## src/verilog/cpu_defs.svh

```systemverilog
`ifndef CPU_DEFS_SVH
`define CPU_DEFS_SVH

// data path and instruction word width
`define CPU_DATA_W 16

// word address width, one word per address
`define CPU_ADDR_W 12

// main memory size in words
`define CPU_MEM_DEPTH 4096

`endif

```

## src/verilog/cpu_bus_pkg.sv

```systemverilog
`include "cpu_defs.svh"

package cpu_bus_pkg;

    // core to main memory, one access per enabled cycle
    typedef struct packed {
        // write when set, read otherwise
        logic                   we;
        logic [`CPU_ADDR_W-1:0] addr;
        logic [`CPU_DATA_W-1:0] wdata;
    } mem_req_t;

    // host program load word
    typedef struct packed {
        logic [`CPU_ADDR_W-1:0] addr;
        logic [`CPU_DATA_W-1:0] data;
    } load_word_t;

    // output stream word
    typedef struct packed {
        // location of the OUT instruction
        logic [`CPU_ADDR_W-1:0] addr;
        // accumulator at OUT time
        logic [`CPU_DATA_W-1:0] data;
    } out_word_t;

endpackage

```

## src/verilog/cpu_isa_pkg.sv

```systemverilog
`include "cpu_defs.svh"

package cpu_isa_pkg;

    // top nibble of every instruction
    typedef enum logic [3:0] {
        OP_HALT  = 4'h0,
        OP_LDA   = 4'h1,
        OP_STA   = 4'h2,
        OP_ADD   = 4'h3,
        OP_SUB   = 4'h4,
        OP_AND   = 4'h5,
        OP_OR    = 4'h6,
        OP_XOR   = 4'h7,
        OP_JMP   = 4'h8,
        OP_JZ    = 4'h9,
        OP_ALUI  = 4'hA,
        OP_OUT   = 4'hB,
        OP_LDI   = 4'hC,
        // spare codes, all behave as no-operation
        OP_NOP_D = 4'hD,
        OP_NOP_E = 4'hE,
        OP_NOP_F = 4'hF
    } opcode_e;

    // alu function select
    typedef enum logic [3:0] {
        ALU_ADD  = 4'h0,
        ALU_SUB  = 4'h1,
        ALU_MUL  = 4'h2,
        ALU_DIV  = 4'h3,
        ALU_SHL  = 4'h4,
        ALU_SHR  = 4'h5,
        ALU_ROL  = 4'h6,
        ALU_ROR  = 4'h7,
        ALU_AND  = 4'h8,
        ALU_OR   = 4'h9,
        ALU_XOR  = 4'hA,
        ALU_NOR  = 4'hB,
        ALU_NAND = 4'hC,
        ALU_XNOR = 4'hD,
        ALU_GT   = 4'hE,
        ALU_EQ   = 4'hF
    } alu_op_e;

    // memory form: opcode plus word address
    typedef struct packed {
        opcode_e                opcode;
        logic [`CPU_ADDR_W-1:0] addr;
    } instr_mem_t;

    // immediate form: opcode, alu function, 8-bit immediate
    typedef struct packed {
        opcode_e    opcode;
        alu_op_e    alu_op;
        logic [7:0] imm;
    } instr_imm_t;

    // one instruction word, two decodings
    typedef union packed {
        instr_mem_t mem_form;
        instr_imm_t imm_form;
    } instr_t;

endpackage

```

## src/verilog/alu.sv

```systemverilog
`include "cpu_defs.svh"

module alu (
    input  cpu_isa_pkg::alu_op_e    op,
    input  logic [`CPU_DATA_W-1:0]  a,
    input  logic [`CPU_DATA_W-1:0]  b,
    output logic [`CPU_DATA_W-1:0]  result
);

    import cpu_isa_pkg::*;

    // purely combinational, single operand ops ignore b
    always_comb begin
        case (op)
            ALU_ADD: begin
                result = a + b;
            end
            ALU_SUB: begin
                result = a - b;
            end
            // low half of the product only
            ALU_MUL: begin
                result = a * b;
            end
            // divide by zero saturates to all ones
            ALU_DIV: begin
                result = (b == '0) ? '1 : a / b;
            end
            ALU_SHL: begin
                result = {a[`CPU_DATA_W-2:0], 1'b0};
            end
            ALU_SHR: begin
                result = {1'b0, a[`CPU_DATA_W-1:1]};
            end
            // msb wraps into bit 0
            ALU_ROL: begin
                result = {a[`CPU_DATA_W-2:0], a[`CPU_DATA_W-1]};
            end
            // bit 0 wraps into msb
            ALU_ROR: begin
                result = {a[0], a[`CPU_DATA_W-1:1]};
            end
            ALU_AND: begin
                result = a & b;
            end
            ALU_OR: begin
                result = a | b;
            end
            ALU_XOR: begin
                result = a ^ b;
            end
            ALU_NOR: begin
                result = ~(a | b);
            end
            ALU_NAND: begin
                result = ~(a & b);
            end
            ALU_XNOR: begin
                result = ~(a ^ b);
            end
            // compares give 1 or 0, unsigned
            ALU_GT: begin
                result = {{(`CPU_DATA_W-1){1'b0}}, (a > b)};
            end
            ALU_EQ: begin
                result = {{(`CPU_DATA_W-1){1'b0}}, (a == b)};
            end
            default: begin
                result = '0;
            end
        endcase
    end

endmodule

```

## src/verilog/cpu_core.sv

```systemverilog
`include "cpu_defs.svh"

module cpu_core (
    input  logic                    clk,
    input  logic                    rst_n,
    input  logic                    start,
    input  logic                    load_valid,
    output logic                    load_ready,
    input  cpu_bus_pkg::load_word_t load,
    output logic                    out_valid,
    input  logic                    out_ready,
    output cpu_bus_pkg::out_word_t  out,
    output logic                    halted,
    output logic                    mem_en,
    output cpu_bus_pkg::mem_req_t   mem_req,
    input  logic [`CPU_DATA_W-1:0]  mem_rdata
);

    import cpu_isa_pkg::*;

    typedef enum logic [2:0] {
        S_IDLE,
        S_FETCH,
        S_DECODE,
        S_EXECUTE,
        S_WRITEBACK,
        S_OUTPUT
    } state_e;

    state_e state;

    // architectural registers
    logic [`CPU_ADDR_W-1:0] pc;
    logic [`CPU_ADDR_W-1:0] mar;
    instr_t                 ir;
    logic [`CPU_DATA_W-1:0] mbr;
    logic [`CPU_DATA_W-1:0] acc;

    // decode helpers
    instr_t                 fetched;
    opcode_e                opcode;
    logic                   mem_operand;
    logic                   acc_zero;
    logic [`CPU_DATA_W-1:0] imm_ext;

    // alu hookup
    alu_op_e                alu_op;
    logic [`CPU_DATA_W-1:0] alu_b;
    logic [`CPU_DATA_W-1:0] alu_result;

    // word coming back from the FETCH read
    assign fetched = mem_rdata;

    // both views share the opcode nibble
    assign opcode  = ir.mem_form.opcode;
    assign imm_ext = {{(`CPU_DATA_W-8){1'b0}}, ir.imm_form.imm};
    assign acc_zero = (acc == '0);

    // opcodes that read an operand from memory
    assign mem_operand = (opcode == OP_LDA) || (opcode == OP_ADD) || (opcode == OP_SUB)
                      || (opcode == OP_AND) || (opcode == OP_OR) || (opcode == OP_XOR);

    // host side status
    assign halted     = (state == S_IDLE);
    assign load_ready = (state == S_IDLE);

    // valid from EXECUTE so a ready host takes the word in three cycles
    assign out_valid = ((state == S_EXECUTE) && (opcode == OP_OUT)) || (state == S_OUTPUT);
    // pc already points past the OUT instruction
    assign out.addr  = pc - 1'b1;
    assign out.data  = acc;

    // alu operands
    always_comb begin
        alu_op = ir.imm_form.alu_op;
        alu_b  = imm_ext;
        // memory operand ops combine in writeback
        if (state == S_WRITEBACK) begin
            alu_b = mem_rdata;
            case (opcode)
                OP_SUB: begin
                    alu_op = ALU_SUB;
                end
                OP_AND: begin
                    alu_op = ALU_AND;
                end
                OP_OR: begin
                    alu_op = ALU_OR;
                end
                OP_XOR: begin
                    alu_op = ALU_XOR;
                end
                default: begin
                    alu_op = ALU_ADD;
                end
            endcase
        end
    end

    alu i_alu (
        .op     (alu_op),
        .a      (acc),
        .b      (alu_b),
        .result (alu_result)
    );

    // single driver for the memory port
    always_comb begin
        mem_en  = 1'b0;
        mem_req = '0;
        case (state)
            // host load, ready is always high here
            S_IDLE: begin
                if (load_valid) begin
                    mem_en        = 1'b1;
                    mem_req.we    = 1'b1;
                    mem_req.addr  = load.addr;
                    mem_req.wdata = load.data;
                end
            end
            // instruction read
            S_FETCH: begin
                mem_en       = 1'b1;
                mem_req.addr = pc;
            end
            S_EXECUTE: begin
                // operand read, data lands in writeback
                if (mem_operand) begin
                    mem_en       = 1'b1;
                    mem_req.addr = mar;
                end
                // store of the acc snapshot
                if (opcode == OP_STA) begin
                    mem_en        = 1'b1;
                    mem_req.we    = 1'b1;
                    mem_req.addr  = mar;
                    mem_req.wdata = mbr;
                end
            end
            default: begin
                mem_en = 1'b0;
            end
        endcase
    end

    // control state, pc and acc
    always_ff @(posedge clk) begin
        if (!rst_n) begin
            state <= S_IDLE;
            pc    <= '0;
            acc   <= '0;
        end else begin
            case (state)
                S_IDLE: begin
                    // start ignored unless idle
                    if (start) begin
                        pc    <= '0;
                        acc   <= '0;
                        state <= S_FETCH;
                    end
                end
                S_FETCH: begin
                    state <= S_DECODE;
                end
                // pc wraps at the top of memory
                S_DECODE: begin
                    pc    <= pc + 1'b1;
                    state <= S_EXECUTE;
                end
                S_EXECUTE: begin
                    state <= S_FETCH;
                    case (opcode)
                        OP_HALT: begin
                            state <= S_IDLE;
                        end
                        OP_LDA, OP_ADD, OP_SUB, OP_AND, OP_OR, OP_XOR: begin
                            state <= S_WRITEBACK;
                        end
                        OP_JMP: begin
                            pc <= mar;
                        end
                        OP_JZ: begin
                            if (acc_zero) begin
                                pc <= mar;
                            end
                        end
                        OP_ALUI: begin
                            acc <= alu_result;
                        end
                        // hold everything until the host takes the word
                        OP_OUT: begin
                            if (!out_ready) begin
                                state <= S_OUTPUT;
                            end
                        end
                        OP_LDI: begin
                            acc <= imm_ext;
                        end
                        default: begin
                            state <= S_FETCH;
                        end
                    endcase
                end
                // operand is on mem_rdata now
                S_WRITEBACK: begin
                    acc   <= (opcode == OP_LDA) ? mem_rdata : alu_result;
                    state <= S_FETCH;
                end
                S_OUTPUT: begin
                    if (out_ready) begin
                        state <= S_FETCH;
                    end
                end
                default: begin
                    state <= S_IDLE;
                end
            endcase
        end
    end

    // instruction, operand address and store data, latched in decode
    always_ff @(posedge clk) begin
        if (state == S_DECODE) begin
            ir  <= fetched;
            mar <= fetched.mem_form.addr;
            // acc cannot change before STA executes
            mbr <= acc;
        end
    end

endmodule

```

## config.mk

```make
export PLATFORM = sky130hd
export DESIGN_NAME = cpu_core
export DESIGN_NICKNAME = d
export VERILOG_FILES = /design/src/verilog/cpu_bus_pkg.sv /design/src/verilog/cpu_isa_pkg.sv /design/src/verilog/alu.sv /design/src/verilog/cpu_core.sv
export VERILOG_INCLUDE_DIRS = /design/src /design/src/verilog
export SDC_FILE = /design/constraint.sdc
export NUM_CORES = 1
export LEC_CHECK = 0
export ABC_AREA = 1
export BUFFER_PORTS_ARGS = -buffer_cell sky130_fd_sc_hd__buf_2
export CAP_MARGIN = 20
export CORE_MARGIN = 3
export CORE_UTILIZATION = 30
export CTS_BUF_LIST = sky130_fd_sc_hd__clkbuf_2 sky130_fd_sc_hd__clkbuf_4 sky130_fd_sc_hd__clkbuf_8
export CTS_CLUSTER_SIZE = 30
export DETAILED_ROUTE_END_ITERATION = 7
export SLEW_MARGIN = 0
export SYNTH_ARGS = -nofsm -noshare
export SYNTH_HDL_FRONTEND = slang
export SYNTH_SLANG_ARGS = --single-unit
```

## constraint.sdc

```tcl
create_clock -name clk -period 31.6 [get_ports clk]
set_clock_uncertainty 0.1 [all_clocks]
set_input_delay 6.32 -clock clk [delete_from_list [all_inputs] [get_ports clk]]
set_output_delay 6.32 -clock clk [all_outputs]
set_load 0.005 [all_outputs]
```

# --- Yosys cells after proc, flatten, opt, wreduce, memory -nomap -nowiden ---
# Index checks and enable logic that the tools add are counted.
op_classes:
  div: 1
  n_mux: 28
  reduce_logical: 18
  mul: 1
  n_bitwise: 6
  n_addsub: 4
  eq_ne: 38
  order_cmp: 1
  shifts: 0
op_table:
  columns: ["op", "n"]
  rows:
  - ["one-hot mux 16 bit (16 select lines)", 1]
  - ["one-hot mux 12 bit (3 select lines)", 2]
  - ["two-way mux 16 bit", 4]
  - ["one-hot mux 16 bit (2 select lines)", 2]
  - ["two-way mux 29 bit", 2]
  - ["== test 4 bit, second input constant", 13]
  - ["inverter 16 bit", 3]
  - ["one-hot mux 16 bit (3 select lines)", 1]
  - ["two-way mux 12 bit", 3]
  - ["== test 4 x 3 -> 1 bit, second input constant", 8]
  - ["logical NOT 16 bit", 2]
  - ["one-hot mux 12 bit (2 select lines)", 1]
  - ["one-hot mux 3 bit (6 select lines)", 1]
  - ["adder 16 bit", 1]
  - ["AND 16 bit", 1]
  - ["divider 16 x 16 -> 16 bit", 1]
  - ["== test 16 bit", 1]
  - ["== test 4 x 2 -> 1 bit, second input constant", 4]
  - ["greater-than comparator 16 bit", 1]
  - ["multiplier 16 x 16 -> 16 bit", 1]
  - ["bitwise OR 16 bit", 1]
  - ["one-hot mux 4 bit (4 select lines)", 1]
  - ["subtractor 16 bit", 1]
  - ["XOR 16 bit", 1]
  - ["other kinds (24)", 40]
word_totals:
  latchBits: 0
  mem_bits_rw: 0
  mem_count: 0
  in_bits: 49
  romBits: 0
  reg_bits: 75

# --- Logic depth before layout (Yosys ltp) ---
depth:
  ltp_word: 9
  ltp_mapped: 201

# --- Modules after synthesis ---
# A second synthesis with hierarchy kept.
unflattened:
  cells_unflattened: 2787
  area_unflattened_um2: 17808.3
modules_own_cells:
  columns: ["module", "instances", "seq_area_each_um2", "area_each_um2", "cells_per_inst"]
  rows:
  - ["alu", 1, 0.0, 13854.5, 2205]
  - ["cpu_core", 1, 1581.5, 3953.8, 582]

# --- Least setup slack after synthesis ---
# Ideal clock, no wire load.
synth_timing:
  kind: "in2reg"
  startpoint: "in mem_rdata[0]"
  endpoint: "reg acc[0]"
  arrival_time_ps: 28230
  required_time_ps: 31368
  cell_stages: 185
  path_buffers: 8
  setup_slack_ps: 3138
  setup_ps: 132
  cell_sequence: "inv_1 -> o21ai_2 -> clkbuf_1 -> ha_1 -> inv_1 -> nand2_1 -> nor2_1 -> nand3_1 -> nand2_1 -> inv_1 -> ha_1 -> o21a_1 -> nor2_1 -> nor2_2 -> nand4_1 -> nand2_1 -> nand2_1 -> ha_1 -> (+149 left out) -> buf_2 -> inv_1 -> buf_2 -> nand3_1 -> nand2_1 -> ha_1 -> a21oi_1 -> nor2_1 -> a211oi_1 -> o221ai_1 -> a21oi_1 -> nand3_1 -> nand2_1 -> nand3_1 -> a21oi_1 -> o22ai_1 -> nand2_1 -> a21oi_1"
synth_via:
  elab_chain_len: 6
  elab_cells_between_ends: 19
  cone_classes: "2 x add/sub; 1 x mul; 1 x div; 1 x order compare; 1 x eq/ne; 6 x mux; 6 x bitwise; 1 x reduce/logical"
synth_rtl:
  columns: ["item", "line_no", "source"]
  rows:
  - ["start, declared", "cpu_core.sv:16", "input logic [`CPU_DATA_W-1:0] mem_rdata"]
  - ["two-way mux 16 bit", "cpu_core.sv:78", "if (state == S_WRITEBACK) begin"]
  - ["divider 16 x 16 -> 16 bit (tied with other cells)", "alu.sv:27", "result = (b == '0) ? '1 : a / b;"]
  - ["two-way mux 16 bit (tied with other cells)", "alu.sv:27", null]
  - ["one-hot mux 16 bit (16 select lines)", "alu.sv:14", "case (op)"]
  - ["one-hot mux 16 bit (2 select lines) or two-way mux 16 bit (tied branches)", "cpu_core.sv:172, cpu_core.sv:206", null]
  - ["one-hot mux 16 bit (3 select lines) (*)", "cpu_core.sv:153", "case (state)"]
  - ["end signal, assigned", "cpu_core.sv:188", "acc <= alu_result;"]
  - ["end signal, assigned", "cpu_core.sv:197", "acc <= imm_ext;"]
  - ["end signal, assigned", "cpu_core.sv:206", "acc <= (opcode == OP_LDA) ? mem_rdata : alu_result;"]
  - ["end, declared", "cpu_core.sv:37", "logic [`CPU_DATA_W-1:0] acc;"]
# Mark *: on every way between the ends. The rest lies on a longest branch, timed or not.
# A chain may end at the register's enable or synchronous reset.

# --- Final worst setup path ---
layout_timing:
  startpoint: "in mem_rdata[13]"
  endpoint: "reg acc[0]"
layout_via:
  elab_chain_len: 6
  elab_cells_between_ends: 10
  cone_classes: "1 x div; 1 x order compare; 1 x eq/ne; 6 x mux; 1 x reduce/logical"
layout_rtl:
  columns: ["item", "line_no"]
  rows:
  - ["two-way mux 16 bit (*)", "cpu_core.sv:78"]
  - ["divider 16 x 16 -> 16 bit or logical NOT 16 bit (tied branches)", "alu.sv:27"]
  - ["two-way mux 16 bit", "alu.sv:27"]
  - ["one-hot mux 16 bit (16 select lines) (*)", "alu.sv:14"]
  - ["one-hot mux 16 bit (2 select lines) or two-way mux 16 bit (tied branches)", "cpu_core.sv:172, cpu_core.sv:206"]
  - ["one-hot mux 16 bit (3 select lines) (*)", "cpu_core.sv:153"]
# Marks and branches as above.

==> summary.md <==
| Metric | Value |
|---|---|
| Top Ports | 110 |
| CTS Buf Count | 9 |
| Critical Path Start | mem_rdata[13] |
| Clock latency on the worst-skew pair | 0.38 ns |
| WP data arrival | 29.82 ns |
| Final worst slack | 1.97 ns |
| CTS hold repair buffers | 0 |
| Final Slew Violations | 0 |
| Commonest non-fill, non-tap cells in the layout | nand2_1, inv_1, ha_1 |
| R2R Setup Slk | 6.80 ns |
| Commonest non-fill, non-tap cell in the layout | nand2_1 |
| Critical path launch point type | input port |
| CP Buf/Inv Count | 22 |
| First-pass DRT Iterations | 6 |
| Synth Flop Type | edfxtp_1 |
| Netlist cell types | 69 |
| Fmax | roughly 0.034 GHz |
| CTS sink count | between 60 and 70 |
| Row count | 87 |
| Routed Antenna Nets | 0 |
| Seq/Total Area, Yosys | a little under a tenth |
| DRT iter0 DRCs | 1,502 |
| Vias in the first global route | 17,100 |
| Worst Max-Slew Pin Slew | 1.08 ns |
| Congestion Overflow GR | 0 |
| Synth async-reset ratio | 0% |
| DRC | 0 |
| Largest net degree at the start of global routing | 39 |
| Period minus WS final | 29.63 ns |
| Worst relative slew slack | 28.0% |
| Core area | about 57,000 um^2 |
| Avg Cell Area, Syn | 6.61 um^2 |
| Final setup vio count | 0 |
| Crit path top cell by count | nand2_1 |
| Critical path type | in -> reg |
| Worst setup EP type | flip-flop |
| Mapped Cells | 2,622 |
| Final Cell Area | 19,800 um^2 |
| Placed cells | 3,449 |
| Max Buffers Root-to-Sink | 2 |
| Clock transition at path regs | 0.09 ns |
| Port bufs | 109 |
| Worst slack, placed | -0.566 ns |
| Die area | between 60,000 and 70,000 um^2 |
| Share of cells above drive strength 1 | ~16% |
| Gpl congestion | 0.968 |
| Critical path peak fanout | 17 |
| Layout Cells excl Fill | 3,501 |
| Worst EP required | 31.79 ns |
| Clk Tree Root Cell | clkbuf_8 |
| FF-to-FF Start | state[2] |
| EDFF count, synth | 32 |
| Vias | 18,300 |
| First-pass GRT wire length | 99,000 um |
| Die X | 246 um |
| Tcrit/Tclk final | 93.8% |
| Die Ht | 246 um |
| Synth Cell Area | ~17,000 um^2 |
| Layout area overhead | 14.4% |
| Seq cells post-synth | 63 |
| Crit Reg-Reg Endpoint | acc[0] |
| CP endpoint | acc[0] |
| CTS tree | built |
| Synthesis Warnings | 0 |
| Initial Utilization | 30.5% |
| WP depth | 183 |
| Htree depth | 3 |
| DP Area | 18,800 um^2 |
| TNS Setup | 0 ns |
| WL per Instance | 18.8 um |
| CP max stage delay | about 0.38 ns |
| Status | finished clean |
| Fin. Hold Viols | 0 |
| Max cap viols | 0 |
| Syn_nets | 2,987 |
| Worst reg-to-reg path cell count | 185 |
| CP delay by family, top | simple AND/OR/NAND/NOR gates |
| Initial antenna violation count | 0 |
| Post-DP HPWL | 49,700 um |
| Worst hold path class | reg -> reg |
| # diodes | 0 |
| Nets | around 3,100 |
| DRT Wirelength | 65,900 um |
| Slowest cell on the critical path | o41ai_4 |
| GRT Total Usage | 20.9% |
| Fill cells | 6,197 |
| Via density | 5.23 |
cell families after synthesis:
logic type               share of synthesized area (%)
AND/OR/NAND/NOR                                   30.9
buffers and inverters                             11.2
XOR/XNOR                                          5.80
AO/OA/AOI/OAI                                     16.5
flip-flops                                        9.13
adder cells (fa/ha/maj)                           26.4
metrics by stage:
stage          hold WS, ns  util, %
2_1_floorplan        0.405        -
3_3_place_gp         0.444     33.0
3_5_place_dp         0.446     33.0
4_1_cts              0.459     33.4
5_1_grt              0.524     34.9
6_report             0.455     34.9
worst reg2reg max path, delay by kind of cell, from the launching register on:
family	cells	cell delay, ns
XOR/XNOR	2	0.31
AO/OA/AOI/OAI	38	5.64
flip-flops	1	0.70
adder cells (fa/ha/maj)	16	4.79
AND/OR/NAND/NOR	108	10.84
buffers and inverters	21	2.25
sequential cells by signal (all words and copies together) (netlist names):
signal,flops
pc,12
mar,11
acc,16
mbr,16
ir,5
state,3
cells in the mapped netlist (13+ instances only):
| library cell | instances | share of area [%] |
|---|---|---|
| clkbuf_1 | 49 | 1.1 |
| nand4_1 | 24 | 0.87 |
| xnor2_1 | 36 | 1.8 |
| nand3_2 | 24 | 1.4 |
| o211ai_1 | 27 | 1.2 |
| o21ai_0 | 114 | 3.3 |
| or2_2 | 32 | 1.2 |
| o22ai_1 | 18 | 0.65 |
| fa_1 | 82 | 9.5 |
| and2_1 | 16 | 0.58 |
| nand2_2 | 28 | 1.0 |
| o21ai_1 | 32 | 0.92 |
| a21oi_1 | 150 | 4.3 |
| o221ai_1 | 14 | 0.71 |
| nor3_1 | 27 | 0.78 |
| nand3_1 | 185 | 5.3 |
| inv_1 | 382 | 8.3 |
| nor2_1 | 181 | 3.9 |
| edfxtp_1 | 32 | 5.5 |
| xor2_1 | 75 | 3.8 |
| nor2_4 | 13 | 0.84 |
| buf_2 | 20 | 0.58 |
| ha_1 | 234 | 17 |
| o21bai_1 | 14 | 0.61 |
| dfxtp_1 | 31 | 3.6 |
| a211oi_1 | 16 | 0.69 |
| nand2_1 | 606 | 13 |
worst min-delay path by stage:
stage / startpoint / to / slack, ns / cells after the start
finish: pc[11] / pc[11] / 0.45 / 2
global placement: pc[11] / pc[11] / 0.44 / 2
CTS: pc[11] / pc[11] / 0.46 / 2
global route: pc[1] / pc[1] / 0.52 / 2
floorplan: acc[8] / mbr[8] / 0.41 / 0
detailed placement: pc[11] / pc[11] / 0.45 / 2
what timing repair did:
| item | in CTS | in global routing |
|---|---|---|
| gates resized for setup | 5 | 118 |
| gates cloned | 1 | 2 |
| setup buffers | 0 | 33 |
| endpoints found under the setup margin | 1 | 2 |
| pin swaps | 0 | 28 |
routing by layer:
metal / vias up / track usage [%] / share of wire, %
met2: 738 / 34.8 / 46
met1: 8535 / 27.5 / 42
li1: 8876 / - / -
met3: 146 / 2.94 / 7.9
met4: 0 / 7.65 / 3.9
met5: - / 0 / 0
final cells by class:
cell class | count | area [um^2] | share of cell area [%]
well taps | 756 | 946 | 4.77
repair inverters | 3 | 22.5 | 0.114
multi-input cells | 2071 | 14400 | 72.4
clock buffers | 12 | 153 | 0.770
inverters | 403 | 1540 | 7.77
repair buffers | 189 | 1200 | 6.08
clock inverters | 4 | 21.3 | 0.107
flip-flops and latches | 63 | 1580 | 7.98
Power is not shown: default switching activity piles up to over one toggle a cycle in this logic, so the estimate is an artifact.
